==> config.mk <==
export PLATFORM = sky130hd
export DESIGN_NAME = exu_mul
export DESIGN_NICKNAME = d
export VERILOG_FILES = /design/src/hdl/exu_pkg.sv /design/src/hdl/exu_mul.sv
export SDC_FILE = /design/constraint.sdc
export NUM_CORES = 2
export LEC_CHECK = 0
export BUFFER_PORTS_ARGS = -buffer_cell sky130_fd_sc_hd__buf_2
export CAP_MARGIN = 20
export CORE_MARGIN = 1
export CORE_UTILIZATION = 50
export CTS_BUF_LIST = sky130_fd_sc_hd__clkbuf_4
export DETAILED_ROUTE_END_ITERATION = 10
export PLACE_DENSITY = 0.66
export SYNTH_ARGS = -nofsm -noshare
export SYNTH_HDL_FRONTEND = slang
export SYNTH_SLANG_ARGS = --single-unit
export TNS_END_PERCENT = 1
==> constraint.sdc <==
create_clock -name clk -period 7.7 [get_ports clk]
set_input_delay 0.77 -clock clk [delete_from_list [all_inputs] [get_ports clk]]
set_output_delay 0.77 -clock clk [all_outputs]
set_load 0.1 [all_outputs]
==> src/hdl/exu_pkg.sv <==
package exu_pkg;

   // widths fixed by the instruction set
   localparam int data_w     = 32;
   localparam int reg_addr_w = 5;
   localparam int pc_w       = 32;
   localparam int reg_count  = 32;

   typedef logic [data_w-1:0]     data_t;
   typedef logic [reg_addr_w-1:0] reg_addr_t;
   typedef logic [pc_w-1:0]       pc_t;

   // link address is pc of the jump plus one instruction
   localparam pc_t link_offset = 32'd4;

   typedef enum logic [1:0] {
      unit_alu,
      unit_bru,
      unit_mul
   } unit_e;

   typedef enum logic [3:0] {
      alu_add,
      alu_sub,
      alu_and,
      alu_or,
      alu_xor,
      alu_sll,
      alu_srl,
      alu_sra,
      alu_slt,
      alu_sltu,
      alu_passb
   } alu_op_e;

   typedef enum logic [2:0] {
      bru_beq,
      bru_bne,
      bru_blt,
      bru_bge,
      bru_bltu,
      bru_bgeu,
      bru_jal,
      bru_jalr
   } bru_op_e;

   typedef enum logic [1:0] {
      mul_mul,
      mul_mulh,
      mul_mulhu
   } mul_op_e;

   typedef struct packed {
      unit_e     unit;
      alu_op_e   alu_op;
      bru_op_e   bru_op;
      mul_op_e   mul_op;
      reg_addr_t rs1;
      reg_addr_t rs2;
      reg_addr_t rd;
      logic      use_imm;
      data_t     imm;
      pc_t       pc;
   } issue_t;

   typedef struct packed {
      reg_addr_t rd;
      logic      wen;
      data_t     data;
      logic      br_taken;
      pc_t       br_target;
   } wb_t;

endpackage

==> src/hdl/exu_mul.sv <==
`timescale 1ns/100ps

module exu_mul (
   input  logic             clk,
   input  logic             rst_n,
   input  logic             advance,
   input  exu_pkg::data_t   a,
   input  exu_pkg::data_t   b,
   input  exu_pkg::mul_op_e op,
   output exu_pkg::data_t   res
);

   logic                sgn;
   logic signed [16:0]  a_hi;
   logic signed [16:0]  a_lo;
   logic signed [16:0]  b_hi;
   logic signed [16:0]  b_lo;
   logic signed [33:0]  pp_ll_q;
   logic signed [33:0]  pp_lh_q;
   logic signed [33:0]  pp_hl_q;
   logic signed [33:0]  pp_hh_q;
   exu_pkg::mul_op_e    op_q;
   logic signed [63:0]  hh;
   logic signed [63:0]  mid;
   logic signed [63:0]  ll;
   logic signed [63:0]  prod;

   // only mulhu treats the operands as unsigned
   assign sgn  = (op != exu_pkg::mul_mulhu);
   assign a_hi = {sgn & a[31], a[31:16]};
   assign b_hi = {sgn & b[31], b[31:16]};
   assign a_lo = {1'b0, a[15:0]};
   assign b_lo = {1'b0, b[15:0]};

   // first stage, partial products
   always_ff @(posedge clk) begin
      if (advance) begin
         pp_ll_q <= a_lo * b_lo;
         pp_lh_q <= a_lo * b_hi;
         pp_hl_q <= a_hi * b_lo;
         pp_hh_q <= a_hi * b_hi;
      end
   end

   always_ff @(posedge clk) begin
      if (!rst_n) begin
         op_q <= exu_pkg::mul_mul;
      end else if (advance) begin
         op_q <= op;
      end
   end

   // second stage sum, registered by the writeback stage
   assign hh   = pp_hh_q;
   assign mid  = pp_hl_q + pp_lh_q;
   assign ll   = pp_ll_q;
   assign prod = (hh <<< 32) + (mid <<< 16) + ll;

   assign res = (op_q == exu_pkg::mul_mul) ? prod[31:0] : prod[63:32];

endmodule

==> flow_metrics.py <==
metrics = {
    "setup_path": {
        "worstSetupStartpointType": "flip-flop",
        "worstSetupEndpointType": "primary output",
        "timing.critical_path.arrival_ns": 6.69,
        "critPathKind": "flip-flop to primary output",
        "critical_path_required_ns": 6.93,
        "cp_max_fo": 6,
    },
    "sta": {
        "report.final.setup_viol": 0,
        "finalHoldViolations": 0,
        "holdWs_ns": 0.181,
        "final.period_utilization_pct": 96.9,
        "timing.final.ws_setup_ns": 0.237,
        "worstMarginPinSlew_ns": 0.950,
        "report.final.slew_viol_count": 0,
        "achievable-frequency_mhz": 134,
        "slew_headroom_pct": 36.7,
        "layout_min_cycle_time_ns": 7.46,
        "skew_ns": 0,
    },
    "die": {
        "die_width_um": 309,
        "die_h_um": 309,
        "io_pins": 101,
        "core_region_area_mm2": 0.0935,
        "row_count": 112,
        "floorplan.die_area_mm2": 0.0956,
        "initial_utilization_pct": 50.5,
    },
    "place": {
        "io_buffer_count": 100,
        "dpl_worst_slack_ns": 0.166,
        "gp_routability_congestion": 0.923,
        "place.detailed.hpwl_um": 105000,
        "place_area_mm2": 0.0495,
    },
    "global_routing": {
        "initial_antenna_violation_count": 8,
        "grt_first_pass_wirelength_um": 206000,
        "grt-ovfl-total": 0,
        "grt_start_max_net_pins": 76,
        "grt.total_usage_pct": 28.3,
        "grt_pass1_vias": 36800,
    },
    "drt": {
        "post_route_drc_violation_count": 0,
        "drt-initial-drc-count": 2574,
        "dr.pass1.iters": 5,
        "post_drt_via_cell_ratio": 5.36,
        "postRouteWirelength_um": 128000,
        "num_vias": 35000,
        "drt-wirelength-per-cell_um": 19.6,
        "postRouteAntennaNets": 0,
    },
    "logic_synthesis": {
        "synth.ff_latch_count": 134,
        "synth_area_leaders": "fa_1, ha_1, inv_1, edfxtp_1, and2_1",
        "yosys.area.top_type_share_pct": 41.0,
        "predominant_post_synthesis_flop_cell": "edfxtp_1",
        "synth_cells": 5227,
        "yosysSeqAreaShare_pct": 8.48,
        "synthesis.area_mm2": 0.0472,
        "synth_area_per_cell_um2": 9.03,
        "most_area_hungry_cell_type_in_the_yosys_netlist": "fa_1",
        "async_flop_share_pct": 0,
        "count_of_flip_flops_with_a_built_in_enable_after_synthesis": 132,
        "ys_types": 81,
        "yosysWarnings": 0,
        "synthesis.nets": 6744,
    },
    "final_layout": {
        "fillers": 8663,
        "final_util_pct": 53.4,
        "layout.cell_area.non_filler_mm2": 0.0499,
        "layout-area-overhead-vs-synth_pct": 5.72,
        "nNetsFinal": 6776,
        "layout-drive-gt1-share_pct": 5.88,
    },
    "worst_hold_path": {
        "hold_path.class": "input port to flip-flop",
    },
    "run": {
        "max_cap_viol_count": 0,
    },
    "clock_network": {
        "clkSinkCount": 134,
        "clockRootBuffer": "clkbuf_4",
        "htreeDepth": 4,
        "cts-root-to-sink-buffers": 2,
        "clk-insertion-delay-late_ns": 0.79,
        "tritoncts_clock_tree": "yes",
        "cts_buffers": 17,
        "cts_hold_fix_bufs": 0,
        "clk_pin_slew_worst_paths_ns": 0.17,
        "post_cts.repair.setup_buffers": 0,
    },
    "run_status": {
        "run_status": "completed",
    },
}
-- routing by layer --
metal	wire, um	track usage (%)	vias up
li1	-	-	15900
met2	58900	45.6	1170
met4	4560	9.72	10
met1	55300	39.0	17700
met5	58	0	-
met3	9110	4.24	186
-- layout by cell type, fill, tap and decap left out, types with 93 or more instances in the layout --
cell type  count
a21oi_1      147
buf_2         93
and2_1       430
xnor2_1      142
buf_4        125
edfxtp_1     132
a21o_1        96
fa_1         966
inv_1       1228
nor2_1       130
ha_1         482
nand2_1      716
-- repair_timing --
action | CTS | global route
resized for setup | 3 | 11
pin swaps | 0 | 1
cloned | 0 | 0
endpoints found under the setup margin | 3 | 10
-- path summary, 6_finish.rpt --
check / endpoint / slack (ns) / depth (start not counted) / start
setup / recovery: res[25] / 0.24 / 21 / pp_lh_q[1]
hold / removal: op_q[0] / 0.18 / 2 / rst_n
setup reg to reg: op_q[0] / 7.06 / 2 / op_q[0]
hold reg to reg: op_q[1] / 0.55 / 2 / op_q[1]
-- cell families (layout without fill, tap and decap cells) --
family          Yosys count  after routing  synth area share, %
compound gates          511            511                 7.39
xor+xnor                195            195                 3.62
fa+ha+maj              1448           1448                 53.7
buf+inv                1445           1490                 11.5
flops                   134            134                 8.48
mux                       2              2               0.0424
other cells               0              8                    0
simple gates           1492           1492                 15.2
-- registers in the layout, summed over array words and instances (netlist names) --
register and flops:
pp_hl_q 34, pp_lh_q 34, pp_hh_q 32, pp_ll_q 32, op_q 2
-- critical path, cell delays in order (launching register included) --
cell and delay (ns):
edfxtp_1 0.46, ha_1 0.30, a21o_1 0.10, a21oi_1 0.11, o21a_1 0.23, o21ai_1 0.24
a221oi_2 0.15, o31a_1 0.37, or3_1 0.41, a31o_2 0.25, o21bai_1 0.17, xor2_1 0.55
ha_1 0.43, a21o_1 0.19, a21oi_1 0.19, a21oi_1 0.16, a2111oi_2 0.38, nor2_2 0.14
a31oi_1 0.22, xor2_1 0.38, o21ai_1 0.15, clkbuf_4 0.31
-- cell type report --
| class | instances | area, um2 | share of cell area [%] |
|---|---|---|---|
| multi-input cells | 3648 | 37800 | 75.8 |
| inverters | 1228 | 4610 | 9.24 |
| flip-flops and latches | 134 | 4000 | 8.02 |
| repair buffers | 230 | 1570 | 3.15 |
| well taps | 1254 | 1570 | 3.14 |
| clock inverters | 14 | 188 | 0.376 |
| clock buffers | 18 | 135 | 0.271 |
| diodes | 8 | 20.0 | 0.0401 |
-- cells in the mapped netlist, drive strengths merged (11+ instances only) --
library cell / number
nand3: 36
o21bai: 21
nor3: 31
a21o: 96
fa: 966
a211oi: 12
edfxtp: 132
xor2: 51
inv: 1228
nor2: 132
or3: 16
o21ai: 83
o211ai: 12
ha: 482
nand2: 717
nand2b: 22
a21oi: 151
o21a: 29
and2: 431
a31oi: 16
a2111oi: 11
xnor2: 144
nor2b: 22
clkbuf: 211
and3: 29
or2: 19
-- per-stage QoR --
| step | TNS (ns) | std cells |
|---|---|---|
| floorplan | 0 | 5227 |
| detailed placement | 0 | 6493 |
| global placement | 0 | 6493 |
| global route | -0.113 | 6533 |
| finish | 0 | 6534 |
| CTS | 0 | 6525 |
Power is left out: the tool's default activity adds up to more than one toggle a clock period on the data nets, which glitch-free logic cannot reach.
