**src/hdl/exu_pkg.sv**
```systemverilog
package exu_pkg;

   // widths fixed by the instruction set
   localparam int data_w     = 32;
   localparam int reg_addr_w = 5;
   localparam int pc_w       = 32;
   localparam int reg_count  = 32;

   typedef logic [data_w-1:0]     data_t;
   typedef logic [reg_addr_w-1:0] reg_addr_t;
   typedef logic [pc_w-1:0]       pc_t;

   // link address is pc of the jump plus one instruction
   localparam pc_t link_offset = 32'd4;

   typedef enum logic [1:0] {
      unit_alu,
      unit_bru,
      unit_mul
   } unit_e;

   typedef enum logic [3:0] {
      alu_add,
      alu_sub,
      alu_and,
      alu_or,
      alu_xor,
      alu_sll,
      alu_srl,
      alu_sra,
      alu_slt,
      alu_sltu,
      alu_passb
   } alu_op_e;

   typedef enum logic [2:0] {
      bru_beq,
      bru_bne,
      bru_blt,
      bru_bge,
      bru_bltu,
      bru_bgeu,
      bru_jal,
      bru_jalr
   } bru_op_e;

   typedef enum logic [1:0] {
      mul_mul,
      mul_mulh,
      mul_mulhu
   } mul_op_e;

   typedef struct packed {
      unit_e     unit;
      alu_op_e   alu_op;
      bru_op_e   bru_op;
      mul_op_e   mul_op;
      reg_addr_t rs1;
      reg_addr_t rs2;
      reg_addr_t rd;
      logic      use_imm;
      data_t     imm;
      pc_t       pc;
   } issue_t;

   typedef struct packed {
      reg_addr_t rd;
      logic      wen;
      data_t     data;
      logic      br_taken;
      pc_t       br_target;
   } wb_t;

endpackage

```
**src/hdl/exu_ctrl.sv**
```systemverilog
`timescale 1ns/100ps

module exu_ctrl (
   input  logic               clk,
   input  logic               rst_n,
   input  logic               issue_valid,
   output logic               issue_ready,
   input  exu_pkg::issue_t    issue,
   input  exu_pkg::data_t     rs1_data,
   input  exu_pkg::data_t     rs2_data,
   output logic               rf_we,
   output exu_pkg::reg_addr_t rf_wa,
   output exu_pkg::data_t     rf_wd,
   output exu_pkg::data_t     op_a,
   output exu_pkg::data_t     op_b,
   output exu_pkg::alu_op_e   alu_op,
   input  exu_pkg::data_t     alu_res,
   output exu_pkg::bru_op_e   bru_op,
   output exu_pkg::data_t     bru_imm,
   output exu_pkg::pc_t       bru_pc,
   input  logic               bru_taken,
   input  exu_pkg::data_t     bru_target,
   input  exu_pkg::data_t     bru_link,
   output exu_pkg::data_t     mul_a,
   output exu_pkg::data_t     mul_b,
   output exu_pkg::mul_op_e   mul_op,
   output logic               mul_advance,
   input  exu_pkg::data_t     mul_res,
   output logic               wb_valid,
   input  logic               wb_ready,
   output exu_pkg::wb_t       wb
);

   logic            advance;
   exu_pkg::data_t  sel_b;
   logic            is_valid;
   exu_pkg::issue_t is_pkt;
   exu_pkg::data_t  is_a;
   exu_pkg::data_t  is_b;
   exu_pkg::wb_t    wb_d;

   // one stall condition for every stage
   assign advance     = !wb_valid || wb_ready;
   assign issue_ready = advance;
   assign mul_advance = advance;

   assign sel_b = issue.use_imm ? issue.imm : rs2_data;

   // multiplier takes its operands at acceptance
   assign mul_a  = rs1_data;
   assign mul_b  = sel_b;
   assign mul_op = issue.mul_op;

   always_ff @(posedge clk) begin
      if (!rst_n) begin
         is_valid <= 1'b0;
      end else if (advance) begin
         is_valid <= issue_valid;
      end
   end

   always_ff @(posedge clk) begin
      if (advance) begin
         is_pkt <= issue;
         is_a   <= rs1_data;
         is_b   <= sel_b;
      end
   end

   assign op_a    = is_a;
   assign op_b    = is_b;
   assign alu_op  = is_pkt.alu_op;
   assign bru_op  = is_pkt.bru_op;
   assign bru_imm = is_pkt.imm;
   assign bru_pc  = is_pkt.pc;

   // pick the unit result and apply the wen rules
   always_comb begin
      wb_d    = '0;
      wb_d.rd = is_pkt.rd;
      case (is_pkt.unit)
         exu_pkg::unit_alu: begin
            wb_d.wen  = 1'b1;
            wb_d.data = alu_res;
         end
         exu_pkg::unit_bru: begin
            wb_d.br_taken  = bru_taken;
            wb_d.br_target = bru_target;
            if ((is_pkt.bru_op == exu_pkg::bru_jal) || (is_pkt.bru_op == exu_pkg::bru_jalr)) begin
               wb_d.wen  = 1'b1;
               wb_d.data = bru_link;
            end
         end
         exu_pkg::unit_mul: begin
            wb_d.wen  = 1'b1;
            wb_d.data = mul_res;
         end
         default: begin
            wb_d.wen = 1'b0;
         end
      endcase
      if (is_pkt.rd == '0) begin
         wb_d.wen = 1'b0;
      end
   end

   always_ff @(posedge clk) begin
      if (!rst_n) begin
         wb_valid <= 1'b0;
      end else if (advance) begin
         wb_valid <= is_valid;
      end
   end

   always_ff @(posedge clk) begin
      if (advance) begin
         wb <= wb_d;
      end
   end

   // register write lands on the writeback handshake
   assign rf_we = wb_valid && wb_ready && wb.wen;
   assign rf_wa = wb.rd;
   assign rf_wd = wb.data;

endmodule

```
**config.mk**
```make
export PLATFORM = sky130hd
export DESIGN_NAME = exu_ctrl
export DESIGN_NICKNAME = d
export VERILOG_FILES = /design/src/hdl/exu_pkg.sv /design/src/hdl/exu_ctrl.sv
export SDC_FILE = /design/constraint.sdc
export NUM_CORES = 1
export LEC_CHECK = 0
export BUFFER_PORTS_ARGS = -buffer_cell sky130_fd_sc_hd__buf_2
export CAP_MARGIN = 20
export CORE_AREA = 2 2 237 239
export DETAILED_ROUTE_END_ITERATION = 10
export DIE_AREA = 0 0 239 241
export GPL_TIMING_DRIVEN = 0
export HOLD_SLACK_MARGIN = 0.1
export PLACE_DENSITY = 0.49
export SYNTH_ARGS = -nofsm -noshare
export SYNTH_HDL_FRONTEND = slang
export SYNTH_SLANG_ARGS = --single-unit
```
**constraint.sdc**
```tcl
create_clock -name clk -period 13.67 [get_ports clk]
set_clock_uncertainty 0.05 [all_clocks]
set_input_delay 2.734 -clock clk [delete_from_list [all_inputs] [get_ports clk]]
set_output_delay 2.734 -clock clk [all_outputs]
set_load 0.05 [all_outputs]
```
==> metrics <==
status finished clean; mux cell area share after synthesis 7.79%; Hold Slack 0.406 ns; total wire length 28800 um; synth warn 0; sequential area share after synthesis 72.6%; Skew-Pair Late Insertion Delay 0.55 ns; most common library cells after synthesis edfxtp_1, buf_4, and2_1, mux2i_1, o2bb2ai_1; largest net degree at the start of global routing 69; area of the core 54900 um^2; clock slew at reported path FFs 0.06 ns; worst slew pin tran 0.587 ns; post-synthesis xor/xnor area fraction 0%; Die X 239 um; die area 57600 um^2; Compound-Gate Fraction of Synth Area 3.33%; Final setup viols 0; Netlist cell types 21; Clk network pwr share 33.9%; slowest CP cell nand2b_4; Static Leak 6.40 nW; clk sink count 215; Setup CP Type input port to primary output; vias in the first global route 6226; Vias/cell 3.45; hold buffer count at cts 0; critical path buffer and inverter count 5; Synth Flop Type edfxtp_1; crit-path leading delay family buffers and inverters; Comb power frac 24.8%; Final nets 1424; ranking of synthesized cells by area edfxtp_1, buf_4, mux2_2; H-tree levels 1; Worst VDD drop 0.0000724 V; CTS Root Cell clkbuf_16; gr usage total 8.90%; Die Ht 241 um; fin crit share 52.3%; via count 6404; Resize count post-CTS 0; DR WL/cell 15.5 um; area leader, netlist edfxtp_1; # port buffers 587; Max transition margin 60.9%; fillers 5821; setup TNS after final layout 0 ns; Inserted Clock Buffers 26; largest family of logic cells by synthesized area buffers and inverters; Mapped Nets 806; crit path launch type input port; slowest stage delay, CP 0.38 ns; Top Ports 601; worst setup margin 6.52 ns; Int Power 1.30 mW; 1st-pass router iterations 4; final hold viol count 0; fmax 140 MHz; Synth top area share 72.1%; Initial DRC Count 259; simple-gate share of the synthesized area 2.95%; initial antenna violation count 3; arrival time at the worst endpoint 4.37 ns; # DRC 0; CTS tree done; FP Rows 86; Synth Area per Inst 17.1 um^2; GRT Residual Overflow 0; worst hold path class flop to flop; Area growth, synth to finish 53.1%; HPWL after DPL 23200 um; PD cells 143 nW/um^2; worst-path fanout max 68; Syn Inst Count 518; WP data required 10.89 ns; Post-CTS Setup Repair Bufs 0; most frequent cell after synthesis edfxtp_1; number of diodes 0; Cell Count, Final, Fillers Out 1858; ys async rst share 0%; dpl cells 1812; Final GP Congestion 0.806; Yosys reg bits 215; Adder-Cell Fraction of Synth Area 0%; layout cells sized above 1 70.3%; sw power 644 uW; RSZ-0062 raised after global routing no; critical path cell sequence buf_2 > nand2b_4 > buf_16 > buf_16 > buf_4 > buf_2; post-layout util 24.8%; maximum root-to-sink buffer count 3; dpl ws 6.47 ns; Max Slew Vio Count 0; CP Capture Type primary output; Post-synth EDFFs 213; Max-Cap Viols 0; sequential share of power 41.3%; Antenna Nets Post-Route 0; area of the mapped netlist 8870 um^2; switching part of the total power 33.1%; first-pass GRT wire length 38500 um; Initial Util 16.2%; min Tclk post-route 7.15 ns
==> cell type report <==
class / instances / area (um^2) / area share, %
sequential: 215 / 6440 / 47.4
tap: 704 / 881 / 6.48
multi-input combinational: 140 / 1250 / 9.24
inverter: 1 / 3.75 / 0.0276
clock inverter: 15 / 135 / 0.995
clock buffer: 31 / 669 / 4.93
buffer: 162 / 1180 / 8.71
timing repair buffer: 590 / 3020 / 22.2
==> stage by stage <==
step / power [mW] / cell area, um^2
global route: 2.02 / 13600
floorplan: 1.17 / 8870
global placement: 1.31 / 12700
finish: 1.94 / 13600
detailed placement: 1.30 / 12800
CTS: 1.98 / 13600
==> cells by family after synthesis <==
kind of cell,after synthesis
buffers and inverters,163
flip-flops,215
multiplexers,65
AO/OA/AOI/OAI,34
AND/OR/NAND/NOR,41
==> worst paths after layout <==
kind,slack (ns),end,cells past startpoint,from
setup / recovery,6.52,mul_advance,6,wb_ready
hold / removal,0.41,rf_wa[4],0,is_pkt[69]
setup reg to reg,11.81,bru_imm[8],3,wb_valid
hold reg to reg,0.41,rf_wa[4],0,is_pkt[69]
==> registers in the layout (all words and copies together) (netlist names) <==
name,cells
wb,34
alu_op,4
op_b,32
op_a,32
bru_pc,32
wb_valid,1
bru_op,3
bru_imm,32
is_valid,1
rf_wa,5
rf_wd,32
is_pkt,7
==> power groups by stage <==
stage | Sequential [mW] | Clock (mW) | Combinational [mW]
6_report | 0.804 | 0.659 | 0.482
3_3_place_gp | 0.824 | 0 | 0.484
3_5_place_dp | 0.817 | 0 | 0.486
5_1_grt | 0.809 | 0.710 | 0.502
4_1_cts | 0.804 | 0.688 | 0.487
2_1_floorplan | 0.942 | 0 | 0.226
==> worst register-to-register path, stage by stage (launching register included) <==
cell      delay (ns)
dfxtp_1         0.35
nand2b_4        0.35
buf_16          0.33
buf_16          0.37
==> layer usage <==
metal	vias to the layer above	global-route usage, %	wire, um
li1	3015	-	-
met3	34	2.15	2150
met2	294	14.8	14200
met4	4	2.82	576
met1	3057	11.3	11800
met5	-	0	27
==> cells in the final DEF, fill, tap and decap left out <==
master,count
clkbuf_1,12
and3_1,2
o2bb2ai_1,32
edfxtp_1,213
inv_1,1
buf_4,145
nor2b_1,1
mux2_2,30
clkinv_1,7
buf_6,3
dfxtp_1,2
clkinv_8,1
mux2_1,2
nor3_1,1
clkinv_2,3
clkinv_4,2
nand3b_1,1
bufinv_16,2
a21boi_0,1
and2_1,33
clkbuf_16,26
nor2_1,1
nor2b_4,1
mux2i_1,33
a22oi_1,1
nand2b_4,1
buf_16,3
buf_2,594
(Power assumes the default switching activity.)
