File: src/hdl/exu_pkg.sv
package exu_pkg;

   // widths fixed by the instruction set
   localparam int data_w     = 32;
   localparam int reg_addr_w = 5;
   localparam int pc_w       = 32;
   localparam int reg_count  = 32;

   typedef logic [data_w-1:0]     data_t;
   typedef logic [reg_addr_w-1:0] reg_addr_t;
   typedef logic [pc_w-1:0]       pc_t;

   // link address is pc of the jump plus one instruction
   localparam pc_t link_offset = 32'd4;

   typedef enum logic [1:0] {
      unit_alu,
      unit_bru,
      unit_mul
   } unit_e;

   typedef enum logic [3:0] {
      alu_add,
      alu_sub,
      alu_and,
      alu_or,
      alu_xor,
      alu_sll,
      alu_srl,
      alu_sra,
      alu_slt,
      alu_sltu,
      alu_passb
   } alu_op_e;

   typedef enum logic [2:0] {
      bru_beq,
      bru_bne,
      bru_blt,
      bru_bge,
      bru_bltu,
      bru_bgeu,
      bru_jal,
      bru_jalr
   } bru_op_e;

   typedef enum logic [1:0] {
      mul_mul,
      mul_mulh,
      mul_mulhu
   } mul_op_e;

   typedef struct packed {
      unit_e     unit;
      alu_op_e   alu_op;
      bru_op_e   bru_op;
      mul_op_e   mul_op;
      reg_addr_t rs1;
      reg_addr_t rs2;
      reg_addr_t rd;
      logic      use_imm;
      data_t     imm;
      pc_t       pc;
   } issue_t;

   typedef struct packed {
      reg_addr_t rd;
      logic      wen;
      data_t     data;
      logic      br_taken;
      pc_t       br_target;
   } wb_t;

endpackage

File: src/hdl/exu_alu.sv
`timescale 1ns/100ps

module exu_alu (
   input  exu_pkg::data_t   a,
   input  exu_pkg::data_t   b,
   input  exu_pkg::alu_op_e op,
   output exu_pkg::data_t   res
);

   logic [4:0] shamt;
   logic       lt_signed;
   logic       lt_unsigned;

   // only the low 5 bits of b count for shifts
   assign shamt = b[4:0];

   assign lt_signed   = $signed(a) < $signed(b);
   assign lt_unsigned = a < b;

   always_comb begin
      case (op)
         exu_pkg::alu_add: begin
            res = a + b;
         end
         exu_pkg::alu_sub: begin
            res = a - b;
         end
         exu_pkg::alu_and: begin
            res = a & b;
         end
         exu_pkg::alu_or: begin
            res = a | b;
         end
         exu_pkg::alu_xor: begin
            res = a ^ b;
         end
         exu_pkg::alu_sll: begin
            res = a << shamt;
         end
         exu_pkg::alu_srl: begin
            res = a >> shamt;
         end
         exu_pkg::alu_sra: begin
            res = $signed(a) >>> shamt;
         end
         exu_pkg::alu_slt: begin
            res = {{(exu_pkg::data_w-1){1'b0}}, lt_signed};
         end
         exu_pkg::alu_sltu: begin
            res = {{(exu_pkg::data_w-1){1'b0}}, lt_unsigned};
         end
         // upper-immediate style, b already holds the value
         exu_pkg::alu_passb: begin
            res = b;
         end
         default: begin
            res = '0;
         end
      endcase
   end

endmodule

File: config.mk
export PLATFORM = sky130hd
export DESIGN_NAME = exu_alu
export DESIGN_NICKNAME = d
export VERILOG_FILES = /design/src/hdl/exu_pkg.sv /design/src/hdl/exu_alu.sv
export SDC_FILE = /design/constraint.sdc
export NUM_CORES = 1
export LEC_CHECK = 0
export ABC_CLOCK_PERIOD_IN_PS = 7000
export BUFFER_PORTS_ARGS = -buffer_cell sky130_fd_sc_hd__buf_2
export CORE_ASPECT_RATIO = 1.75
export CORE_UTILIZATION = 42
export DETAILED_ROUTE_END_ITERATION = 10
export GPL_TIMING_DRIVEN = 0
export PLACE_DENSITY = 0.66
export SYNTH_ARGS = -nofsm -noshare
export SYNTH_HDL_FRONTEND = slang
export SYNTH_SLANG_ARGS = --single-unit
File: constraint.sdc
create_clock -name vclk -period 7
set_clock_uncertainty 0.2 [all_clocks]
set_input_delay 1.4 -clock vclk [all_inputs]
set_output_delay 1.4 -clock vclk [all_outputs]
set_load 0.02 [all_outputs]
==> out/results.ini, run 1 <==
[floorplan]
die_w_microns = 111.9
die_h_microns = 194.3
dieArea_sq_um = 21730
initial_core_util = 0.4256
core.rowCount = 70
io-pin-count = 100
core-area_sq_um = 20850

[global_route]
grt_pass1_wl_microns = 79610
grt_max_degree = 20
grt-ovfl-total = 0
grt_pass1_vias = 12110
antenna_found_initial = 2
grt_use_total = 0.5035

[routing]
detail-route-antenna-nets = 0
via_per_inst = 7.175
drt_first_pass_iters = 11
drc = 3
avgRoutedWirePerCell_microns = 32.64
totalWireLength_microns = 55160
drt_first_iter_violations = 1306
via_count = 12130

[synthesis]
ys_warn_count = 0
yosysSeqAreaShare = 0
yosysUniqueCellTypes = 80
avgSynthCellArea_sq_um = 6.611
syn_inst = 1342
synth_nets = 1513
netlist_area_sq_um = 8872

[sta]
rsz0062_at_grt = no
fin_crit_ns = 6.984
setup_viol = 0
hold_violations = 0
max-slew-margin-rel = 0.1095
tightest_slew_ns = 1.336
maxSlewViolCount = 0
max_freq_ghz = 0.1432
finalWorstSetupSlack_ns = 0.01588
timing.final.crit_share = 0.9977

[worst_setup_path]
path_class = in -> out
cp_data_arrival_time_ns = 5.38
critPathBufInv = 8
cpMaxStageDelayCell = o21ai_1
crit_required_ns = 5.40
cp_max_fo = 10
crit_chain = buf_2 > buf_6 > buf_6 > buf_6 > buf_4 > buf_2 > inv_1 > ha_1 > a22oi_2 > nor2_1 > o21ai_1 > o21ai_0 > o21ai_1 > nand2_1 > a221o_1 > buf_2
critical_path.top_delay_family = compound AO/OA/AOI/OAI gates
start_kind = input port
slowest_delay_ns = 0.49
end_kind = primary output

[cells_and_area]
n_fill_cell = 2285
drive_above_1_share = 0.1490
register_area_sq_um = 0
area_growth_pct = 9.759
nets = 1609
seq_cell_count = 0
clock_buffers = 0

[hold_path]
hold_class = in -> out

[placed_design]
port_buffers = 98
pre_cts_ws_ns = -1.329
finalWeightedCongestion = 1.110
dpl.hpwl_microns = 43650

[flow_run]
cap_violations = 0

[status]
violations = design-rule violations
outcome = complete, but fails checks

[clocking]
ctsHoldBuffers = 0

-- path summary, 6_finish.rpt --
check | startpoint | endpoint | cells after the start
worst min-delay path | b[8] | res[8] | 4
worst max-delay path | b[0] | res[12] | 16
-- stage by stage --
stage | utilization | cells | cell area (sq um) | TNS, ns | hold WS, ns
after floorplan | - | 1342 | 8872 | 0 | 2.824
after global placement | 0.4643 | 1692 | 9678 | -22.50 | 2.985
after detailed placement | 0.4645 | 1692 | 9683 | -21.65 | 2.994
after CTS | 0.4652 | 1690 | 9697 | 0 | 2.995
after global routing | 0.4672 | 1690 | 9738 | 0 | 3.008
final | 0.4672 | 1690 | 9738 | 0 | 2.995
-- layer usage --
layer,routed length [microns],GRT usage,up-vias
met5,13,0,-
met4,6952,0.5305,2
met3,5718,0.1291,373
met2,25250,0.8121,897
met1,17230,0.5076,5694
li1,-,-,5160
-- what timing repair did --
| item | CTS | global route |
|---|---|---|
| setup endpoints to repair | 28 | 15 |
| gates resized for setup | 10 | 10 |
| buffers inserted | 1 | 0 |
-- cell families (layout without fill, tap and decap cells) --
logic type	Yosys count	count (layout)	synth area share
compound gates	477	477	0.3557
simple gates	441	441	0.2207
buf+inv	208	302	0.09773
fa+ha+maj	103	103	0.1469
mux	97	97	0.1632
xor+xnor	16	16	0.01580
other cells	0	2	0
-- cell usage in the layout (no fill, tap or decap), types with 37 or more instances in the layout --
| master | n |
|---|---|
| ha_1 | 101 |
| inv_1 | 98 |
| a21oi_1 | 119 |
| mux4_2 | 37 |
| nor2_1 | 198 |
| o21ai_0 | 108 |
| mux2i_1 | 49 |
| buf_2 | 119 |
| nand2_1 | 97 |
| clkbuf_1 | 53 |
-- worst min-delay path, delay by kind of cell --
| kind | cells | cell delay, ns |
|---|---|---|
| compound gates | 1 | 0.08 |
| buf+inv | 2 | 0.25 |
| simple gates | 1 | 0.06 |
-- synthesized netlist by cell type, drive strengths merged, types with 5 or more instances --
cell | n | area, sq um
nor2 | 198 | 743.2
a21oi | 123 | 634.4
o21ai | 116 | 588.1
ha | 101 | 1264
inv | 101 | 379.1
nand2 | 97 | 364.1
clkbuf | 59 | 221.5
mux2i | 49 | 490.5
buf | 47 | 262.8
mux4 | 37 | 833.3
nor3 | 34 | 170.2
nand3 | 31 | 155.2
a22oi | 24 | 180.2
a221oi | 23 | 201.4
o211ai | 23 | 177.7
a21o | 17 | 127.6
o31ai | 17 | 127.6
or3 | 15 | 93.84
nand2b | 14 | 87.58
o2111ai | 13 | 113.9
xnor2 | 13 | 113.9
a211oi | 12 | 90.09
a31oi | 12 | 75.07
nor4 | 12 | 75.07
o22ai | 12 | 75.07
mux2 | 11 | 123.9
a211o | 10 | 87.58
nand4 | 9 | 56.30
o21bai | 9 | 67.56
o221ai | 7 | 61.31
and2 | 6 | 37.54
nor2b | 6 | 37.54
o21a | 6 | 45.04
a221o | 5 | 50.05
and3 | 5 | 31.28
o32ai | 5 | 43.79
o41ai | 5 | 62.56
or2 | 5 | 31.28
-- area by class of cell --
type               count  area [sq um]  area share
inverters            102         387.9     0.03983
diodes                 2         5.005   0.0005139
plain buffers        101         476.7     0.04895
multi-input cells   1134          8053      0.8269
well taps            252         315.3     0.03238
repair buffers        99         500.5     0.05139
==> run 2: changes to the inputs <==
--- a/config.mk
+++ b/config.mk
@@ -12,6 +12,8 @@
 export DETAILED_ROUTE_END_ITERATION = 10
 export GPL_TIMING_DRIVEN = 0
 export PLACE_DENSITY = 0.66
+export SETUP_SLACK_MARGIN = 0.4
 export SYNTH_ARGS = -nofsm -noshare
 export SYNTH_HDL_FRONTEND = slang
 export SYNTH_SLANG_ARGS = --single-unit
+export TNS_END_PERCENT = 100
==> out/results.ini, run 2 (synthesis results as in run 1) <==
[flow_run]
cap_violations = 0  ; unchanged

[sta]
finalSetupTns_ns = 0  ; unchanged
fin_crit_ns = 6.717  ; was 6.984 ns
timing.final.crit_share = 0.9596  ; was 0.9977
maxSlewViolCount = 0  ; unchanged
max_freq_ghz = 0.1489  ; was 0.1432 GHz
hold_violations = 0  ; unchanged
max-slew-margin-rel = 0.1463  ; was 0.1095
tightest_slew_ns = 1.267  ; was 1.336 ns
rsz0062_at_grt = yes  ; was no
finalWorstSetupSlack_ns = 0.2829  ; was 0.01588 ns
setup_viol = 0  ; unchanged

[routing]
totalWireLength_microns = 55680  ; was 55160 microns
drt_first_iter_violations = 1423  ; was 1306
maxUsedRoutingLayer = met5  ; unchanged
wl_met3_microns = 5930  ; was 5718 microns
wl_met1_microns = 17200  ; was 17230 microns
wl_met2_microns = 25330  ; was 25250 microns
detail-route-antenna-nets = 0  ; unchanged
drt_first_pass_iters = 9  ; was 11
avgRoutedWirePerCell_microns = 32.79  ; was 32.64 microns
drc = 6  ; was 3
via_count = 12180  ; was 12130
via_per_inst = 7.173  ; was 7.175

[placed_design]
dpl.hpwl_microns = 43650  ; unchanged
post_dp_cell_area_sq_um = 9683  ; unchanged
finalWeightedCongestion = 1.110  ; unchanged
port_buffers = 98  ; unchanged
pre_cts_ws_ns = -1.329  ; unchanged

[floorplan]
dieArea_sq_um = 21730  ; unchanged
io-pin-count = 100  ; unchanged
initial_core_util = 0.4256  ; unchanged
core.rowCount = 70  ; unchanged
core-area_sq_um = 20850  ; unchanged
die_h_microns = 194.3  ; unchanged
die_w_microns = 111.9  ; unchanged

[global_route]
grt_use_total = 0.5075  ; was 0.5035
grt_max_degree = 13  ; was 20
antenna_found_initial = 5  ; was 2
grt-ovfl-total = 0  ; unchanged
grt_pass1_wl_microns = 80130  ; was 79610 microns
grt_pass1_vias = 12210  ; was 12110

[cells_and_area]
drive_above_1_share = 0.1704  ; was 0.1490
final_common_cell = nor2_1  ; unchanged
n_fill_cell = 2254  ; was 2285
register_area_sq_um = 0  ; unchanged
area_growth_pct = 12.69  ; was 9.759%
final_cell_mix = 196 x nor2_1, 118 x buf_2, 115 x a21oi_1  ; was 198 x nor2_1, 119 x buf_2, 119 x a21oi_1
final_area_sq_um = 9998  ; was 9738 sq um
clock_buffers = 0  ; unchanged
nets = 1617  ; was 1609
seq_cell_count = 0  ; unchanged
multiInputGateArea_sq_um = 8188  ; was 8053 sq um

[worst_setup_path]
cp_data_arrival_time_ns = 5.12  ; was 5.38 ns
end_kind = primary output  ; unchanged
path_class = in -> out  ; unchanged
cp_max_fo = 10  ; unchanged
crit_required_ns = 5.40  ; about the same
start_kind = input port  ; unchanged

[clocking]
ctsHoldBuffers = 0  ; unchanged

[hold_path]
hold_class = in -> out  ; unchanged

[status]
outcome = complete, but fails checks  ; unchanged
violations = design-rule violations  ; unchanged

## run 2: changes by cell type in the layout (fill, tap and decap cells not counted), sizes merged
cell	previous run	this run
inv	100	101
buf	143	150
clkbuf	57	58
clkinvlp	1	0
## run 2: final cells by class
| cell class | count | area share |
|---|---|---|
| inverters | 102 | 0.03892 |
| diodes | 2 | 0.0005006 |
| well taps | 252 | 0.03154 |
| repair buffers | 102 | 0.05206 |
| multi-input cells | 1134 | 0.8189 |
| plain buffers | 106 | 0.05807 |
## run 2: per-layer routing
| metal | GRT usage | vias up |
|---|---|---|
| li1 | - | 5184 |
| met1 | 0.4911 | 5679 |
| met2 | 0.8148 | 917 |
| met3 | 0.1604 | 395 |
| met4 | 0.5480 | 4 |
| met5 | 0 | - |
## run 2: worst paths after layout
path,startpoint,to,depth (start not counted)
max,op[1],res[10],9
min,b[8],res[8],4
## run 2: stage by stage
step	hold WS [ns]	cells	util
global placement	2.985	1692	0.4643
global route	3.008	1696	0.4794
detailed placement	2.994	1692	0.4645
floorplan	2.824	1342	-
finish	2.990	1698	0.4797
CTS	2.995	1695	0.4705
## run 2: timing repair
| action | 4_1_cts | 5_1_grt |
|---|---|---|
| setup buffers | 3 | 1 |
| pin swaps | 8 | 4 |
| endpoints found under the setup margin | 29 | 24 |
| gates resized for setup | 40 | 53 |
## run 2: critical path, stage by stage
cell	delay [ns]
buf_2	0.12
clkbuf_1	0.45
nand2_1	0.18
nor3_1	0.61
clkbuf_1	0.79
buf_1	0.75
a221oi_1	0.33
o211ai_1	0.25
buf_2	0.23
