## src/hdl/exu_pkg.sv

```systemverilog
package exu_pkg;

   // widths fixed by the instruction set
   localparam int data_w     = 32;
   localparam int reg_addr_w = 5;
   localparam int pc_w       = 32;
   localparam int reg_count  = 32;

   typedef logic [data_w-1:0]     data_t;
   typedef logic [reg_addr_w-1:0] reg_addr_t;
   typedef logic [pc_w-1:0]       pc_t;

   // link address is pc of the jump plus one instruction
   localparam pc_t link_offset = 32'd4;

   typedef enum logic [1:0] {
      unit_alu,
      unit_bru,
      unit_mul
   } unit_e;

   typedef enum logic [3:0] {
      alu_add,
      alu_sub,
      alu_and,
      alu_or,
      alu_xor,
      alu_sll,
      alu_srl,
      alu_sra,
      alu_slt,
      alu_sltu,
      alu_passb
   } alu_op_e;

   typedef enum logic [2:0] {
      bru_beq,
      bru_bne,
      bru_blt,
      bru_bge,
      bru_bltu,
      bru_bgeu,
      bru_jal,
      bru_jalr
   } bru_op_e;

   typedef enum logic [1:0] {
      mul_mul,
      mul_mulh,
      mul_mulhu
   } mul_op_e;

   typedef struct packed {
      unit_e     unit;
      alu_op_e   alu_op;
      bru_op_e   bru_op;
      mul_op_e   mul_op;
      reg_addr_t rs1;
      reg_addr_t rs2;
      reg_addr_t rd;
      logic      use_imm;
      data_t     imm;
      pc_t       pc;
   } issue_t;

   typedef struct packed {
      reg_addr_t rd;
      logic      wen;
      data_t     data;
      logic      br_taken;
      pc_t       br_target;
   } wb_t;

endpackage

```

## src/hdl/exu_bru.sv

```systemverilog
`timescale 1ns/100ps

module exu_bru (
   input  exu_pkg::bru_op_e op,
   input  exu_pkg::data_t   a,
   input  exu_pkg::data_t   b,
   input  exu_pkg::data_t   imm,
   input  exu_pkg::pc_t     pc,
   output logic             taken,
   output exu_pkg::pc_t     target,
   output exu_pkg::data_t   link
);

   logic         eq;
   logic         lt_s;
   logic         lt_u;
   exu_pkg::pc_t jalr_sum;

   assign eq   = (a == b);
   assign lt_s = $signed(a) < $signed(b);
   assign lt_u = a < b;

   always_comb begin
      case (op)
         exu_pkg::bru_beq:  taken = eq;
         exu_pkg::bru_bne:  taken = !eq;
         exu_pkg::bru_blt:  taken = lt_s;
         exu_pkg::bru_bge:  taken = !lt_s;
         exu_pkg::bru_bltu: taken = lt_u;
         exu_pkg::bru_bgeu: taken = !lt_u;
         default:           taken = 1'b1;
      endcase
   end

   // jalr is register relative with bit 0 dropped
   assign jalr_sum = a + imm;
   assign target   = (op == exu_pkg::bru_jalr) ? {jalr_sum[exu_pkg::pc_w-1:1], 1'b0}
                                               : pc + imm;

   assign link = pc + exu_pkg::link_offset;

endmodule

```

## config.mk

```make
export PLATFORM = sky130hd
export DESIGN_NAME = exu_bru
export DESIGN_NICKNAME = d
export VERILOG_FILES = /design/src/hdl/exu_pkg.sv /design/src/hdl/exu_bru.sv
export SDC_FILE = /design/constraint.sdc
export NUM_CORES = 1
export LEC_CHECK = 0
export ABC_CLOCK_PERIOD_IN_PS = 5260
export BUFFER_PORTS_ARGS = -buffer_cell sky130_fd_sc_hd__buf_2
export CAP_MARGIN = 15
export CORE_MARGIN = 1
export CORE_UTILIZATION = 52
export DETAILED_ROUTE_END_ITERATION = 10
export PLACE_DENSITY = 0.85
export SLEW_MARGIN = 20
export SYNTH_ARGS = -nofsm -noshare
export SYNTH_HDL_FRONTEND = slang
export SYNTH_SLANG_ARGS = --single-unit
```

## constraint.sdc

```tcl
create_clock -name vclk -period 5.26
set_input_delay 1.052 -clock vclk [all_inputs]
set_output_delay 1.052 -clock vclk [all_outputs]
set_load 0.005 [all_outputs]
```

==> results of run 1 <==
## routing by layer
layer | routed length [um] | part of all wire [%] | vias up
li1 | - | - | 3020
met5 | 0 | 0 | -
met3 | 993 | 6.6 | 27
met2 | 6920 | 46 | 240
met1 | 6890 | 46 | 2725
met4 | 299 | 2.0 | 0
## layout by cell type, fill, tap and decap left out, types with 8 or more instances in the layout
cell type | synthesis | layout
sky130_fd_sc_hd__ha_1 | 94 | 94
sky130_fd_sc_hd__nand2_1 | 56 | 56
sky130_fd_sc_hd__nor3_1 | 18 | 18
sky130_fd_sc_hd__nand2b_1 | 8 | 8
sky130_fd_sc_hd__nand3_1 | 24 | 24
sky130_fd_sc_hd__nor2_1 | 53 | 53
sky130_fd_sc_hd__nand4_1 | 20 | 20
sky130_fd_sc_hd__a21o_1 | 47 | 47
sky130_fd_sc_hd__o21ai_0 | 38 | 38
sky130_fd_sc_hd__xor2_1 | 36 | 36
sky130_fd_sc_hd__mux2i_1 | 8 | 8
sky130_fd_sc_hd__xnor2_1 | 41 | 41
sky130_fd_sc_hd__nor2b_1 | 9 | 9
sky130_fd_sc_hd__buf_4 | 2 | 12
sky130_fd_sc_hd__and3_1 | 8 | 8
sky130_fd_sc_hd__a21oi_1 | 67 | 66
sky130_fd_sc_hd__inv_1 | 52 | 52
sky130_fd_sc_hd__buf_2 | 1 | 196
sky130_fd_sc_hd__o21a_1 | 10 | 10
## timing repair
action,in CTS,in global routing
hold endpoints to repair,0,0
endpoints found under the setup margin,0,3
gates resized for setup,0,3
## through the flow
step | setup WS [ps] | hold slack (ps)
4_1_cts | 177 | 2300
5_1_grt | 18.0 | 2320
3_5_place_dp | 177 | 2300
6_report | 191 | 2300
3_3_place_gp | 245 | 2290
2_1_floorplan | 738 | 2130
## logic make-up (layout without fill, tap and decap cells)
group                      after synthesis  in the layout
buffers and inverters                   67            260
and+or+nand+nor                        228            228
adders and majority gates               96             96
muxes                                    8              8
xor gates and xnor gates                77             77
AOI/OAI and AO/OA                      233            233
other                                    0              1
## layout make-up
| class | instances | share of cell area, % |
|---|---|---|
| antenna | 1 | 0.0412 |
| inverter | 52 | 3.21 |
| multi-input combinational | 642 | 76.8 |
| tap | 111 | 2.29 |
| timing repair buffer | 208 | 17.6 |
## worst paths after layout
check / to / cells past startpoint
worst max-delay path: target[28] / 14
worst min-delay path: link[0] / 2
==> results.py, run 1 <==
metrics = {
    "global_routing": {
        "global_route.usage.total_pct": 28.7,
        "met3_usage_pct": 3.02,
        "first_global_vias": 5309,
        "antenna_found_initial": 1,
        "grt_pass1_wl_um": 23700,
        "grt-busiest-layer": "met2",
        "total_grt_overflow": 0,
        "globalRouteMet1Util_pct": 37.8,
        "grt_util_met2_pct": 50.6,
        "maximum_number_of_pins_on_one_net_before_global_route_repair": 28,
    },
    "critical_path": {
        "critPathTopFamily": "compound AO/OA/AOI/OAI gates",
        "wp_data_required_ps": 4210,
        "crit_path_max_incr_delay_ps": 480,
        "setup.worst_path.end_class": "output pin",
        "cp_slowest_cell": "sky130_fd_sc_hd__a221oi_1",
        "type_of_the_setup_path_with_the_least_slack": "in -> out",
        "critPathArrivalTime_ps": 4020,
        "start_kind": "input port",
        "timing.critical_path.cells": "buf_2 > ha_1 > inv_1 > fa_1 > nor2b_1 > o21a_1 > o21ai_0 > a21oi_2 > o211ai_1 > o31ai_2 > a221oi_1 > o21ai_0 > a41oi_1 > buf_2",
        "cp_num_buf_inv": 3,
        "startpoint": "imm[0]",
        "critical_path.max_fanout": 4,
    },
    "floorplan": {
        "fp.dieH_um": 99.1,
        "effective_utilization_at_floorplan_pct": 53.3,
        "total_die_area_um2": 9830,
        "core-area_um2": 9200,
        "rows": 35,
        "number_of_top_level_pins": 196,
        "chipWidth_um": 99.1,
    },
    "yosys": {
        "synthAdderAreaFrac_pct": 24.8,
        "postSynthCellCount": 709,
        "synth_commonest_cells": "94 x sky130_fd_sc_hd__ha_1, 67 x sky130_fd_sc_hd__a21oi_1, 56 x sky130_fd_sc_hd__nand2_1",
        "yosys.area.top_type_share_pct": 24.0,
        "muxShareOfSynthArea_pct": 1.63,
        "synth_area_leaders": "sky130_fd_sc_hd__ha_1 24%, sky130_fd_sc_hd__xnor2_1 7.3%, sky130_fd_sc_hd__a21o_1 7.2%, sky130_fd_sc_hd__a21oi_1 6.8%, sky130_fd_sc_hd__xor2_1 6.4%",
        "synthDominantAreaCellType": "sky130_fd_sc_hd__ha_1",
        "synthesis.nets": 936,
        "yosys.cell_types.count": 66,
        "combinational_family_with_the_most_area_after_synthesis": "compound AO/OA/AOI/OAI gates",
        "synthSimpleGateAreaFrac_pct": 23.1,
        "yosys.cell_count.top_type": "sky130_fd_sc_hd__ha_1",
        "synth_compound_gate_area_share_pct": 31.4,
        "syn_area_um2": 4910,
        "synthXorXnorAreaFrac_pct": 13.7,
        "ys.warnings.count": 0,
        "seq_area_frac_synth_pct": 0,
        "syn_area_per_cell_um2": 6.92,
    },
    "timing": {
        "finalCriticalPeriod_ps": 5070,
        "layout_worst_path_cycle_share_pct": 96.4,
        "worst_pin_slew_ps": 693,
        "worst_slew_margin_rel_pct": 53.8,
        "slew_viol_final": 0,
        "fin_tns_setup_ps": 0,
        "timing.final.setup_violations": 0,
        "grt_setup_unrepaired": "false",
        "final_hold_viol_count": 0,
        "timing.fmax_ghz": 0.197,
    },
    "run": {
        "drv_cap": 0,
    },
    "route": {
        "remaining_number_of_nets_flagged_by_the_antenna_check_after_routing": 0,
        "drt_iter0_markers": 273,
        "drt_drc_violations_left": 0,
        "route.detailed.wl_per_inst_um": 14.9,
        "drt_pre_antenna_iters": 5,
        "routed_wl_um": 15100,
        "vias_per_cell": 5.93,
        "num_vias": 6012,
    },
    "final_layout": {
        "num-clock-buffers": 0,
        "final_layout_size_suffix_gt1_share_pct": 24.2,
        "multi_input_area_um2": 4670,
        "finalNonFillerCells": 1014,
        "final_nets": 1131,
        "flops_and_latches": 0,
        "post-route-util_pct": 66.1,
        "final_design_area_no_fill_um2": 6070,
        "register_area_um2": 0,
        "flow.area_growth_from_synthesis_pct": 23.8,
        "fillers": 838,
    },
    "min_path": {
        "holdCritStartpoint": "pc[0]",
        "hp-class": "in -> out",
    },
    "placement": {
        "placement.cell_area_um2": 6050,
        "dp_cells": 1013,
        "port_buffers": 196,
        "place.gp.congestion": 0.954,
        "dp_hpwl_um": 13000,
    },
    "run_status": {
        "run_status": "finished, final reports clean",
    },
    "clock_network": {
        "holdBufCountCts": 0,
        "cts.repair_timing.setup_buffer_count": 0,
    },
}
==> inputs of run 2 (changes only) <==
--- a/config.mk
+++ b/config.mk
@@ -8,10 +8,13 @@
 export ABC_CLOCK_PERIOD_IN_PS = 5260
 export BUFFER_PORTS_ARGS = -buffer_cell sky130_fd_sc_hd__buf_2
 export CAP_MARGIN = 15
+export CELL_PAD_IN_SITES_DETAIL_PLACEMENT = 1
+export CELL_PAD_IN_SITES_GLOBAL_PLACEMENT = 1
 export CORE_MARGIN = 1
-export CORE_UTILIZATION = 52
+export CORE_UTILIZATION = 36
 export DETAILED_ROUTE_END_ITERATION = 10
-export PLACE_DENSITY = 0.85
+export PLACE_DENSITY = 0.87
+export RECOVER_POWER = 25
 export SLEW_MARGIN = 20
 export SYNTH_ARGS = -nofsm -noshare
 export SYNTH_HDL_FRONTEND = slang
==> run 2 against run 1 <==
Via count increased by 1.9%. Highest routed layer unchanged. First-iteration DRC count increased by 11%. Non-clock buffer count increased by 5. Worst hold slack got worse by 13 ps. Setup slack improved by 16 ps. Maximum frequency increased by 0.32%. Count of clock-buffer cells in the layout unchanged. Final cell count increased by 6.9%. Sequential share of layout area unchanged. Die area increased by 43%. Global-route usage decreased by 3.1 points. Largest cell class unchanged.
==> results.py, run 2 (same netlist as run 1, synthesis figures left out) <==
metrics = {
    "run_status": {
        "run_status": "finished, final reports clean",
    },
    "floorplan": {
        "effective_utilization_at_floorplan_pct": 37.0,
        "fp.dieH_um": 119,
        "number_of_top_level_pins": 196,
        "rows": 42,
        "chipWidth_um": 119,
        "core-area_um2": 13200,
        "total_die_area_um2": 14100,
    },
    "timing": {
        "finalCriticalPeriod_ps": 5050,
        "grt_setup_unrepaired": "false",
        "worst_pin_slew_ps": 781,
        "layout_worst_path_cycle_share_pct": 96.1,
        "postLayoutSetupSlackWorst_ps": 207,
        "slew_viol_final": 0,
        "fin_tns_setup_ps": 0,
        "timing.fmax_ghz": 0.198,
        "timing.final.setup_violations": 0,
        "final_hold_viol_count": 0,
        "worst_slew_margin_rel_pct": 47.9,
    },
    "global_routing": {
        "grt_pass1_wl_um": 30000,
        "first_global_vias": 6209,
        "total_grt_overflow": 0,
        "global_route.usage.total_pct": 25.6,
        "antenna_found_initial": 1,
        "maximum_number_of_pins_on_one_net_before_global_route_repair": 27,
    },
    "min_path": {
        "hp-class": "in -> out",
    },
    "critical_path": {
        "wp_data_required_ps": 4210,
        "startpoint": "pc[22]",
        "critical_path.max_fanout": 7,
        "type_of_the_setup_path_with_the_least_slack": "in -> out",
        "cp-endpoint": "target[31]",
        "setup.worst_path.end_class": "output pin",
        "critPathArrivalTime_ps": 4000,
        "start_kind": "input port",
    },
    "final_layout": {
        "mostFrequentLayoutCells": "184 x sky130_fd_sc_hd__buf_2, 94 x sky130_fd_sc_hd__ha_1, 67 x sky130_fd_sc_hd__a21oi_1",
        "flow.area_growth_from_synthesis_pct": 25.7,
        "flops_and_latches": 0,
        "layout_commonest_cell": "sky130_fd_sc_hd__buf_2",
        "post-route-util_pct": 46.6,
        "final_nets": 1136,
        "final_layout_size_suffix_gt1_share_pct": 23.5,
        "register_area_um2": 0,
        "finalNonFillerCells": 1084,
        "num-clock-buffers": 0,
    },
    "power_and_ir_drop": {
        "leakagePower_uw": 0.00324,
        "cellPowerDensity_nw_per_um2": 118,
        "design_power_total_uw": 729,
        "ir_drop_v": 0.0000483,
    },
    "placement": {
        "dpl_worst_slack_ps": 199,
        "place.gp.congestion": 0.943,
        "port_buffers": 196,
        "dp_hpwl_um": 16300,
        "dp_cells": 1083,
    },
    "route": {
        "routed_wl_um": 18400,
        "num_vias": 6124,
        "remaining_number_of_nets_flagged_by_the_antenna_check_after_routing": 0,
        "drt_pre_antenna_iters": 4,
        "drt_drc_violations_left": 0,
        "vias_per_cell": 5.65,
        "route.detailed.wl_per_inst_um": 17.0,
        "drt_iter0_markers": 303,
    },
    "run": {
        "drv_cap": 0,
    },
    "clock_network": {
        "cts.repair_timing.setup_buffer_count": 0,
    },
}
[run 2: how the worst min path moves through the flow]
stage | startpoint | end | cells past startpoint
3_3_place_gp | pc[0] | link[0] | 2
6_report | pc[0] | link[0] | 2
4_1_cts | pc[0] | link[0] | 2
5_1_grt | pc[0] | link[0] | 2
2_1_floorplan | pc[2] | link[2] | 1
3_5_place_dp | pc[0] | link[0] | 2
[run 2: stage by stage]
| stage | hold WS, ps | cell area [um^2] |
|---|---|---|
| 2_1_floorplan | 2130 | 4910 |
| 3_3_place_gp | 2290 | 6170 |
| 3_5_place_dp | 2290 | 6170 |
| 4_1_cts | 2290 | 6170 |
| 5_1_grt | 2300 | 6170 |
| 6_report | 2290 | 6170 |
[run 2: layout make-up]
type | instances | area (um^2)
Inverter | 52 | 195
Tap cell | 176 | 220
Timing Repair Buffer | 213 | 1100
Fill cell | 1831 | 7080
Multi-Input combinational cell | 642 | 4650
Antenna cell | 1 | 2.50
[run 2: timing repair]
| item | CTS | global route |
|---|---|---|
| hold buffers | 0 | 0 |
| gates resized for setup | 0 | 1 |
| hold endpoints to repair | 0 | 0 |
| setup endpoints to repair | 0 | 2 |
[run 2: metal layers]
| layer | wire length [um] | global-route usage, % | vias to the layer above |
|---|---|---|---|
| met5 | 0 | 0 | - |
| met4 | 339 | 5.54 | 0 |
| met3 | 878 | 2.17 | 24 |
| met2 | 9000 | 46.6 | 167 |
| met1 | 8170 | 32.6 | 2909 |
| li1 | - | - | 3024 |
[run 2: report_power, final]
part | switching, uW | internal (uW) | leakage [uW]
clock network | 0 | 0.0000255 | 0.00000000634
registers | 0 | 0 | 0
logic | 403 | 326 | 0.00324
total | 403 | 326 | 0.00324
[run 2: worst max-delay path: stages]
cell and delay, ps:
sky130_fd_sc_hd__buf_2 130, sky130_fd_sc_hd__ha_1 400, sky130_fd_sc_hd__and4_1 310, sky130_fd_sc_hd__nand3_1 100, sky130_fd_sc_hd__nor2_1 160, sky130_fd_sc_hd__and2_1 140, sky130_fd_sc_hd__a222oi_1 60, sky130_fd_sc_hd__buf_4 170
sky130_fd_sc_hd__a2111oi_2 420, sky130_fd_sc_hd__nor3_1 110, sky130_fd_sc_hd__or3b_1 380, sky130_fd_sc_hd__a2111oi_1 400, sky130_fd_sc_hd__buf_2 180
Power figures use the tool's default switching activity.
==> inputs of run 3 (changes only) <==
--- a/config.mk
+++ b/config.mk
@@ -9,11 +9,11 @@
 export BUFFER_PORTS_ARGS = -buffer_cell sky130_fd_sc_hd__buf_2
 export CAP_MARGIN = 15
 export CELL_PAD_IN_SITES_DETAIL_PLACEMENT = 1
-export CELL_PAD_IN_SITES_GLOBAL_PLACEMENT = 1
+export CELL_PAD_IN_SITES_GLOBAL_PLACEMENT = 2
 export CORE_MARGIN = 1
-export CORE_UTILIZATION = 36
+export CORE_UTILIZATION = 27
 export DETAILED_ROUTE_END_ITERATION = 10
-export PLACE_DENSITY = 0.87
+export PLACE_DENSITY = 0.86
 export RECOVER_POWER = 25
 export SLEW_MARGIN = 20
 export SYNTH_ARGS = -nofsm -noshare
==> run 3 against run 2 <==
The flow now finishes with violations (capacitance limit, slew limit). Routed wire length rose by 4.4%. Count of clock-buffer cells in the layout did not move. Via count fell by 3.2%. Utilization fell by 11 points. Maximum frequency rose by 0.24%. Global-route usage fell by 5.6 points. Combinational power barely moved. Worst hold slack improved by 6.5 ps. Die area rose by 33%. Critical path depth rose by 2. Final cell count rose by 4.4%. Critical path type unchanged.
==> results.py, run 3 (same netlist as run 1, synthesis figures left out) <==
metrics = {
    "run_status": {
        "run_status": "finished, violations left",
        "violations": "capacitance limit, slew limit",
    },
    "timing": {
        "layout_worst_path_cycle_share_pct": 95.8,
        "worst_slew_margin_rel_pct": -3.01,
        "timing.fmax_ghz": 0.198,
        "slew_viol_final": 27,
        "timing.final.setup_violations": 0,
        "final.hold.worst_slack_ps": 2300,
        "finalCriticalPeriod_ps": 5040,
        "fin_tns_setup_ps": 0,
        "grt_setup_unrepaired": "false",
        "worst_pin_slew_ps": 1550,
        "final_hold_viol_count": 0,
    },
    "route": {
        "routed_wl_um": 19200,
        "drt_pre_antenna_iters": 4,
        "remaining_number_of_nets_flagged_by_the_antenna_check_after_routing": 0,
        "vias_per_cell": 5.24,
        "drt_iter0_markers": 183,
        "drt_drc_violations_left": 0,
        "num_vias": 5929,
        "route.detailed.wl_per_inst_um": 17.0,
    },
    "critical_path": {
        "cpMostUsedCell": "sky130_fd_sc_hd__buf_2",
        "type_of_the_setup_path_with_the_least_slack": "in -> out",
        "setup.worst_path.end_class": "output pin",
        "critPathTopFamily": "compound AO/OA/AOI/OAI gates",
        "cp_num_buf_inv": 4,
        "critPathArrivalTime_ps": 3990,
        "critical_path.max_fanout": 4,
        "start_kind": "input port",
        "wp_data_required_ps": 4210,
        "cp_slowest_cell": "sky130_fd_sc_hd__fa_1",
        "timing.critical_path.cells": "buf_2 > ha_1 > inv_1 > fa_1 > nor2b_1 > o21a_1 > o21ai_0 > a21oi_1 > o211ai_1 > buf_4 > o31ai_1 > a221oi_1 > nand4b_1 > a41oi_1 > buf_2",
        "crit_path_max_incr_delay_ps": 410,
    },
    "placement": {
        "dp_hpwl_um": 17100,
        "place.gp.congestion": 0.865,
        "port_buffers": 196,
    },
    "final_layout": {
        "mostFrequentLayoutCells": "182 x sky130_fd_sc_hd__buf_2, 94 x sky130_fd_sc_hd__ha_1, 67 x sky130_fd_sc_hd__a21oi_1",
        "register_area_um2": 0,
        "flow.area_growth_from_synthesis_pct": 26.9,
        "layout_commonest_cell": "sky130_fd_sc_hd__buf_2",
        "flops_and_latches": 0,
        "num-clock-buffers": 0,
        "final_nets": 1136,
        "final_layout_size_suffix_gt1_share_pct": 22.8,
        "num_antenna_cells": 0,
    },
    "floorplan": {
        "effective_utilization_at_floorplan_pct": 28.0,
        "number_of_top_level_pins": 196,
        "rows": 48,
        "total_die_area_um2": 18700,
        "fp.dieH_um": 137,
        "core-area_um2": 17500,
        "chipWidth_um": 137,
    },
    "power_and_ir_drop": {
        "cellPowerDensity_nw_per_um2": 117,
        "leakagePower_uw": 0.00323,
        "ir_drop_v": 0.0000384,
    },
    "global_routing": {
        "total_grt_overflow": 0,
        "grt_pass1_wl_um": 30100,
        "maximum_number_of_pins_on_one_net_before_global_route_repair": 27,
        "first_global_vias": 5965,
        "global_route.usage.total_pct": 20.0,
        "antenna_found_initial": 0,
    },
    "min_path": {
        "hold-path-endpoint": "link[0]",
        "worstHoldPathCells": 2,
        "holdCritStartpoint": "pc[0]",
        "hp-class": "in -> out",
    },
    "clock_network": {
        "cts.repair_timing.setup_buffer_count": 0,
    },
    "run": {
        "drv_cap": 1,
    },
}
[run 3: cell types whose count changed in the layout (fill, tap and decap cells not counted)]
cell / change
sky130_fd_sc_hd__clkbuf_2: -2
sky130_fd_sc_hd__a221oi_1: +1
sky130_fd_sc_hd__a2111oi_2: -1
sky130_fd_sc_hd__clkbuf_1: +5
sky130_fd_sc_hd__a221oi_2: -1
sky130_fd_sc_hd__buf_2: -2
sky130_fd_sc_hd__buf_4: -1
sky130_fd_sc_hd__a2111oi_4: +1
sky130_fd_sc_hd__diode_2: -1
[run 3: metrics by stage]
step | cells | cell area [um^2] | utilization (%) | total power, uW | worst slack (ps)
2_1_floorplan | 709 | 4910 | - | 445 | 738
3_3_place_gp | 1132 | 6230 | 35.5 | 722 | 239
3_5_place_dp | 1132 | 6230 | 35.5 | 731 | 238
4_1_cts | 1132 | 6230 | 35.5 | 736 | 226
5_1_grt | 1132 | 6220 | 35.5 | 812 | 31.6
6_report | 1132 | 6220 | 35.5 | 731 | 219
[run 3: how the worst max path moves through the flow]
stage            start          to  slack, ps  cells past startpoint
2_1_floorplan  imm[19]  target[31]        740                     10
3_3_place_gp    imm[1]  target[31]        240                     13
3_5_place_dp    imm[1]  target[31]        240                     13
4_1_cts         imm[1]  target[31]        230                     13
5_1_grt         imm[0]  target[28]         30                     15
6_report        imm[0]  target[28]        220                     15
[run 3: cell type report]
class                           count  area (um^2)
Fill cell                        2339        11300
Multi-Input combinational cell    642         4660
Timing Repair Buffer              213         1090
Tap cell                          225          282
Inverter                           52          195
[run 3: repair_timing]
action,in CTS,in global routing
gates resized for setup,0,1
hold buffers,0,0
endpoints found under the setup margin,0,1
[run 3: report_power, final]
group          switching (uW)  internal (uW)  leakage, uW
registers                   0              0            0
logic                     406            325      0.00323
clock network               0              0            0
[run 3: per-layer routing]
layer,global-route usage (%),share of wire [%],vias up
met1,27.8,48,2791
met3,1.19,3.8,4
met2,35.2,47,117
met4,0.977,0.43,0
met5,0,0,-
li1,-,-,3017
